## config.mk

```make
export PLATFORM = sky130hd
export DESIGN_NAME = icache_ctrl
export DESIGN_NICKNAME = d
export VERILOG_FILES = /design/src/icache_pkg.sv /design/src/icache_ctrl.sv
export SDC_FILE = /design/constraint.sdc
export NUM_CORES = 1
export LEC_CHECK = 0
export ABC_AREA = 1
export BUFFER_PORTS_ARGS = -buffer_cell sky130_fd_sc_hd__buf_2
export CAP_MARGIN = 10
export CORE_AREA = 2 2 364 366
export CTS_CLUSTER_SIZE = 10
export DETAILED_ROUTE_END_ITERATION = 8
export DIE_AREA = 0 0 366 368
export PLACE_DENSITY = 0.32
export SYNTH_ARGS = -nofsm -noshare
export SYNTH_HDL_FRONTEND = slang
export SYNTH_SLANG_ARGS = --single-unit
```

## constraint.sdc

```tcl
create_clock -name clk -period 6.25 [get_ports clk]
set_input_delay 0.3125 -clock clk [delete_from_list [all_inputs] [get_ports clk]]
set_output_delay 0.3125 -clock clk [all_outputs]
set_load 0.01 [all_outputs]
```

## src/icache_pkg.sv

```systemverilog
`default_nettype none

package icache_pkg;

    localparam int ADDR_W     = 32;
    localparam int INST_W     = 32;
    localparam int LINE_WORDS = 8;
    localparam int LINE_W     = LINE_WORDS * INST_W;
    localparam int SETS       = 128;
    localparam int TAG_W      = 20;
    localparam int INDEX_W    = 7;
    localparam int OFFSET_W   = 5;
    localparam int WORD_W     = 3;   // word select inside a line
    localparam int WAYS       = 2;

    typedef logic [ADDR_W-1:0]  addr_t;
    typedef logic [INST_W-1:0]  inst_t;
    typedef logic [LINE_W-1:0]  line_t;  // word 0 in the low bits
    typedef logic [TAG_W-1:0]   tag_t;
    typedef logic [INDEX_W-1:0] index_t;

    typedef struct packed {
        logic  valid;
        addr_t pc;
        logic  uncache;
    } fetch_req_t;

    typedef struct packed {
        logic [1:0]  valid;  // bit 0 slot 0, bit 1 slot 1
        addr_t       pc;     // pc of slot 0
        inst_t [1:0] inst;
    } fetch_resp_t;

    typedef struct packed {
        logic [WAYS-1:0] a_way;  // slot 0, per way
        logic [WAYS-1:0] b_way;  // slot 1, per way
    } hit_t;

    typedef struct packed {
        logic   en;
        logic   way;
        index_t index;
        tag_t   tag;
        line_t  line;
    } fill_t;

    typedef enum logic [2:0] {
        IDLE,
        ASKMEM1,
        ASKMEM2,
        RETURN,
        UNCACHE_RETURN
    } icache_state_e;

    function automatic tag_t tag_of(addr_t a);
        return a[ADDR_W-1 -: TAG_W];
    endfunction

    function automatic index_t index_of(addr_t a);
        return a[OFFSET_W +: INDEX_W];
    endfunction

    function automatic logic [WORD_W-1:0] word_of(addr_t a);
        return a[OFFSET_W-1 -: WORD_W];
    endfunction

endpackage

`default_nettype wire

```

## src/icache_ctrl.sv

```systemverilog
`timescale 1ns/1ns
`default_nettype none

module icache_ctrl
    import icache_pkg::*;
(
    input  logic               clk,
    input  logic               reset,
    input  logic               pause,
    input  logic               branch_flush,
    input  fetch_req_t         fetch_req,
    input  hit_t               hit,
    input  logic               victim_way,
    input  logic               ret_valid,
    input  line_t              ret_data,
    input  logic               ucache_rvalid,
    input  inst_t              ucache_rdata,
    input  inst_t [1:0]        rd_inst,
    output logic               stall,
    output fetch_resp_t        fetch_resp,
    output logic               rd_req,
    output addr_t              rd_addr,
    output logic               ucache_ren,
    output addr_t              ucache_addr,
    output index_t             rd_index_a,
    output index_t             rd_index_b,
    output tag_t               lookup_tag_a,
    output tag_t               lookup_tag_b,
    output logic [WORD_W-1:0]  rd_word_a,
    output logic [WORD_W-1:0]  rd_word_b,
    output fill_t              fill,
    output logic [1:0]         touch_valid,
    output index_t             touch_index_a,
    output index_t             touch_index_b,
    output logic [1:0]         touch_way
);

    icache_state_e state, next_state;
    addr_t         pc_a, pc_b, live_b, fill_addr;
    logic          req_valid, req_uncache, same_line, b_miss_q;
    logic          mem_hold;
    inst_t         uc_word, uc_data;
    logic          take, lookup, a_hit, b_hit, got_ret, got_uc;
    fetch_resp_t   resp_q;

    assign live_b  = fetch_req.pc + ADDR_W'(4);
    assign take    = !stall && !pause;
    assign lookup  = state == IDLE && req_valid && !branch_flush;
    assign a_hit   = |hit.a_way;
    assign b_hit   = |hit.b_way;
    assign got_ret = ret_valid || mem_hold;      // pulse may have come during pause
    assign got_uc  = ucache_rvalid || mem_hold;
    assign uc_data = ucache_rvalid ? ucache_rdata : uc_word;

    always_comb begin
        next_state = state;
        case (state)
            IDLE: begin
                if (lookup) begin
                    if (req_uncache) next_state = UNCACHE_RETURN;
                    else if (!a_hit) next_state = ASKMEM1;
                    else if (!b_hit) next_state = ASKMEM2;
                end
            end
            ASKMEM1: begin
                if (got_ret) begin
                    if (b_miss_q && req_valid && !branch_flush) next_state = ASKMEM2;
                    else next_state = RETURN;
                end
            end
            ASKMEM2: begin
                if (got_ret) next_state = RETURN;
            end
            RETURN: next_state = IDLE;  // arrays re-read with captured pcs
            UNCACHE_RETURN: begin
                if (got_uc) next_state = IDLE;
            end
            default: next_state = IDLE;
        endcase
    end

    // held through RETURN so the capture survives the re-read
    assign stall = (next_state != IDLE) || (state == RETURN);

    always_ff @(posedge clk) begin
        if (reset) begin
            state <= IDLE;
        end else if (!pause) begin
            state <= next_state;
        end
    end

    always_ff @(posedge clk) begin
        if (reset) begin
            mem_hold <= 1'b0;
        end else if (!pause) begin
            mem_hold <= 1'b0;
        end else if ((rd_req && ret_valid) || (ucache_ren && ucache_rvalid)) begin
            mem_hold <= 1'b1;
        end
    end

    always_ff @(posedge clk) begin
        if (ucache_rvalid) uc_word <= ucache_rdata;
    end

    always_ff @(posedge clk) begin
        if (reset || branch_flush) begin
            req_valid <= 1'b0;
        end else if (take) begin
            req_valid <= fetch_req.valid;
        end
    end

    always_ff @(posedge clk) begin
        if (take) begin
            pc_a        <= fetch_req.pc;
            pc_b        <= live_b;
            req_uncache <= fetch_req.uncache;
            same_line   <= fetch_req.pc[ADDR_W-1:OFFSET_W] == live_b[ADDR_W-1:OFFSET_W];
        end
        if (state == IDLE && !pause) b_miss_q <= !b_hit && !same_line;
    end

    // array reads follow the live pc only when a request is taken
    assign rd_index_a   = take ? index_of(fetch_req.pc) : index_of(pc_a);
    assign rd_index_b   = take ? index_of(live_b) : index_of(pc_b);
    assign lookup_tag_a = tag_of(pc_a);
    assign lookup_tag_b = tag_of(pc_b);
    assign rd_word_a    = word_of(pc_a);
    assign rd_word_b    = word_of(pc_b);

    assign rd_req      = (state == ASKMEM1 || state == ASKMEM2) && !mem_hold;
    assign fill_addr   = state == ASKMEM1 ? pc_a : pc_b;
    assign rd_addr     = {fill_addr[ADDR_W-1:OFFSET_W], {OFFSET_W{1'b0}}};
    assign ucache_ren  = state == UNCACHE_RETURN && !mem_hold;
    assign ucache_addr = pc_a;

    always_comb begin
        fill.en    = ret_valid && (state == ASKMEM1 || state == ASKMEM2);
        fill.way   = victim_way;
        fill.index = index_of(fill_addr);
        fill.tag   = tag_of(fill_addr);
        fill.line  = ret_data;
    end

    assign touch_valid   = {b_hit, a_hit} & {2{lookup && !req_uncache && !pause}};
    assign touch_way     = {hit.b_way[1], hit.a_way[1]};
    assign touch_index_a = index_of(pc_a);
    assign touch_index_b = index_of(pc_b);

    always_ff @(posedge clk) begin
        if (reset || branch_flush) begin
            resp_q.valid <= 2'b00;
        end else if (!pause) begin
            resp_q.valid <= 2'b00;
            if (lookup && !req_uncache && a_hit && b_hit) begin
                resp_q.valid <= 2'b11;
                resp_q.pc    <= pc_a;
                resp_q.inst  <= rd_inst;
            end else if (state == UNCACHE_RETURN && got_uc && req_valid) begin
                resp_q.valid   <= 2'b01;  // slot 0 only
                resp_q.pc      <= pc_a;
                resp_q.inst[0] <= uc_data;
                resp_q.inst[1] <= '0;
            end
        end
    end

    assign fetch_resp = resp_q;

    // line side and uncached side never active together, returns included
    a_one_bus: assert property (@(posedge clk) disable iff (reset)
        !((rd_req || ret_valid) && (ucache_ren || ucache_rvalid)))
        else $error("line read and uncached read overlap");

    // a fill only answers a line read still outstanding
    a_fill_ret: assert property (@(posedge clk) disable iff (reset)
        $rose(fill.en) |-> ret_valid && rd_req)
        else $error("fill without line return");

endmodule

`default_nettype wire

```

==> flow_summary.json <==
{
  "outcome": "finished clean",
  "startpoint_type": "flip-flop",
  "cp-startpoint": "state[1]",
  "p_per_area_nw_per_um2": 234,
  "cts_buffer_depth": 2,
  "final_area_um2": 14100,
  "totalWireLength_mm": 73.6,
  "cts_made_buffers": 17,
  "rsz0062_at_grt": "false",
  "wl_per_cell_um": 24.1,
  "initial_core_util": 0.0831,
  "synth-edff-count": 161,
  "drt_iter0_markers": 353,
  "critical_path_class": "flip-flop to output port",
  "path_clk_slew_ns": 0.09,
  "synth_cells": 1121,
  "antenna_found_initial": 25,
  "dpl_worst_slack_ns": 3.21,
  "whs_ns": 0.0750,
  "holdCritStartpoint": "fetch_req[9]",
  "grt.total_usage": 0.107,
  "coreArea_um2": 131000,
  "rr_startpoint": "state[1]",
  "tns_ns": 0,
  "ys_warn_count": 0,
  "dp.final_hpwl_mm": 63.5,
  "dpl_cell_area_um2": 12700,
  "crit_arrival_ns": 2.94,
  "die_y_um": 368,
  "synthArstFlopShare": 0,
  "hp-class": "primary input to flip-flop",
  "die-area_um2": 135000,
  "worstPathMaxFanout": 43,
  "port_buffers": 405,
  "gr-total-overflow": 0,
  "grt_pass1_wl_mm": 91.8,
  "fin_ws_ns": 3.00,
  "syn_to_final_growth_pct": 29.4,
  "vias_per_cell": 2.64,
  "skew_ns": 0.0247,
  "grt_pass1_vias": 8144,
  "ir_drop_mv": 0.122,
  "std_cell_rows": 133,
  "hold_violations": 0,
  "synth.distinct_cells": 34,
  "post_cts_resized": 0,
  "maxSlewHeadroom": 0.150,
  "gp_congestion": 0.836,
  "synth.yosys.seq_area_share": 0.517,
  "critPathRequiredTime_ns": 5.94,
  "synth_ff_type": "edfxtp_1",
  "io_pins": 925,
  "drive_gt1_frac": 0.376,
  "htreeDepth": 4,
  "nets": 1687,
  "end_kind": "output port",
  "syn-cell-area_um2": 10900,
  "stdcell_count": 3060,
  "fill_cells": 15300,
  "fmax_mhz": 308,
  "leakagePower_nw": 5.85,
  "grt_max_degree": 85,
  "firstDrtPassIters": 4,
  "drc": 0,
  "setup_viol": 0,
  "dp.cells": 2950,
  "cts_tree": "yes",
  "cap_violations": 0,
  "min_period_over_period": 0.520,
  "drtAntennaViolNets": 0,
  "syn_area_per_cell_um2": 9.70,
  "synth-seq-cells": 200,
  "clock_latency_ns": 0.54,
  "cts.sinks": 200,
  "worstMarginPinSlew_ns": 1.26,
  "die_w_um": 366,
  "vias": 8069,
  "cts-root-buf": "clkbuf_16",
  "min_period_ns": 3.25,
  "final_max_slew_viol_count": 0
}
==> sequential cells by signal, indices dropped and copies added, names as in the netlist <==
signal	count
ucache_addr	32
req_uncache	1
same_line	1
uc_word	32
pc_b	30
b_miss_q	1
req_valid	1
state	3
mem_hold	1
fetch_resp	98
==> final timing paths <==
kind	end	depth (start not counted)	slack, ns
hold / removal	ucache_addr[8]	1	0.08
setup reg to reg	ucache_addr[31]	9	3.48
setup / recovery	rd_addr[6]	5	3.00
hold reg to reg	uc_word[11]	1	0.48
==> Yosys cell counts (2+ instances only) <==
library cell | n | area share
a21oi_1 | 2 | 0.00092
a31oi_1 | 2 | 0.0012
buf_1 | 3 | 0.0010
buf_2 | 13 | 0.0060
buf_4 | 321 | 0.22
clkbuf_1 | 7 | 0.0024
dfxtp_1 | 39 | 0.072
edfxtp_1 | 161 | 0.44
inv_1 | 119 | 0.041
mux2_2 | 32 | 0.033
nand2_1 | 189 | 0.065
nand3_1 | 16 | 0.0074
nand3_2 | 2 | 0.0018
nand4_1 | 14 | 0.0081
nor2_1 | 100 | 0.035
nor2_2 | 3 | 0.0017
nor3_1 | 15 | 0.0069
nor4_1 | 2 | 0.0012
o21ai_0 | 42 | 0.019
o21ai_1 | 5 | 0.0023
xnor2_1 | 5 | 0.0040
xor2_1 | 17 | 0.014
==> timing repair <==
action / in CTS / in global routing
hold buffers: 75 / 0
endpoints found under the setup margin: 0 / 0
setup buffers: 0 / 0
hold endpoints to repair: 76 / 0
==> metrics by stage <==
stage          utilization  total power, mW
3_3_place_gp        0.0971             2.09
5_1_grt              0.108             3.48
6_report             0.108             3.30
4_1_cts              0.107             3.42
3_5_place_dp        0.0971             2.09
2_1_floorplan            -             1.98
==> routing by layer <==
| layer | global-route usage | vias up | part of all wire |
|---|---|---|---|
| met5 | 0 | - | 0.0033 |
| met4 | 0.0398 | 38 | 0.033 |
| met3 | 0.0832 | 130 | 0.16 |
| met2 | 0.186 | 686 | 0.50 |
| met1 | 0.0923 | 3633 | 0.31 |
| li1 | - | 3582 | - |
==> final cells by class <==
| class | instances | area, um2 | area share |
|---|---|---|---|
| flip-flops and latches | 200 | 5620 | 0.399 |
| repair buffers | 490 | 2870 | 0.204 |
| multi-input cells | 459 | 2320 | 0.165 |
| well taps | 1755 | 2200 | 0.156 |
| clock buffers | 20 | 479 | 0.0341 |
| inverters | 121 | 457 | 0.0325 |
| clock inverters | 12 | 126 | 0.00898 |
| diodes | 3 | 7.51 | 0.000534 |
==> placed cells by master, fill, tap and decap left out, drive strengths merged, types with 2 or more instances in the layout <==
master,count
buf,415
nand2,189
edfxtp,161
inv,126
nor2,103
dlygate4sd3,75
o21ai,47
dfxtp,39
mux2,32
clkbuf,20
nand3,19
xor2,17
nor3,17
nand4,14
clkinv,6
xnor2,5
conb,5
diode,3
nor4,2
a21oi,2
a31oi,2
==> logic make-up after synthesis <==
family          after synthesis  share of synthesized area
fa+ha+maj                     1                    0.00115
mux                          32                     0.0331
compound gates               55                     0.0264
flops                       200                      0.517
xor+xnor                     22                     0.0177
other cells                   1                   0.000345
simple gates                344                      0.131
buf+inv                     466                      0.274
==> worst max-delay path, stage by stage, from the launching register on <==
cell and delay (ns):
dfxtp_1 0.38, inv_1 0.12, nand3_4 0.21, buf_4 0.35, o21ai_0 1.04, buf_2 0.30
==> where the power goes <==
part / switching [mW] / total (mW) / internal [mW] / leakage [nW]
logic: 0.316 / 0.506 / 0.190 / 3.70
registers: 0.0675 / 1.57 / 1.50 / 1.85
clock network: 0.614 / 1.22 / 0.609 / 0.301
total: 0.997 / 3.30 / 2.30 / 5.85
Power figures use the tool's default switching activity.
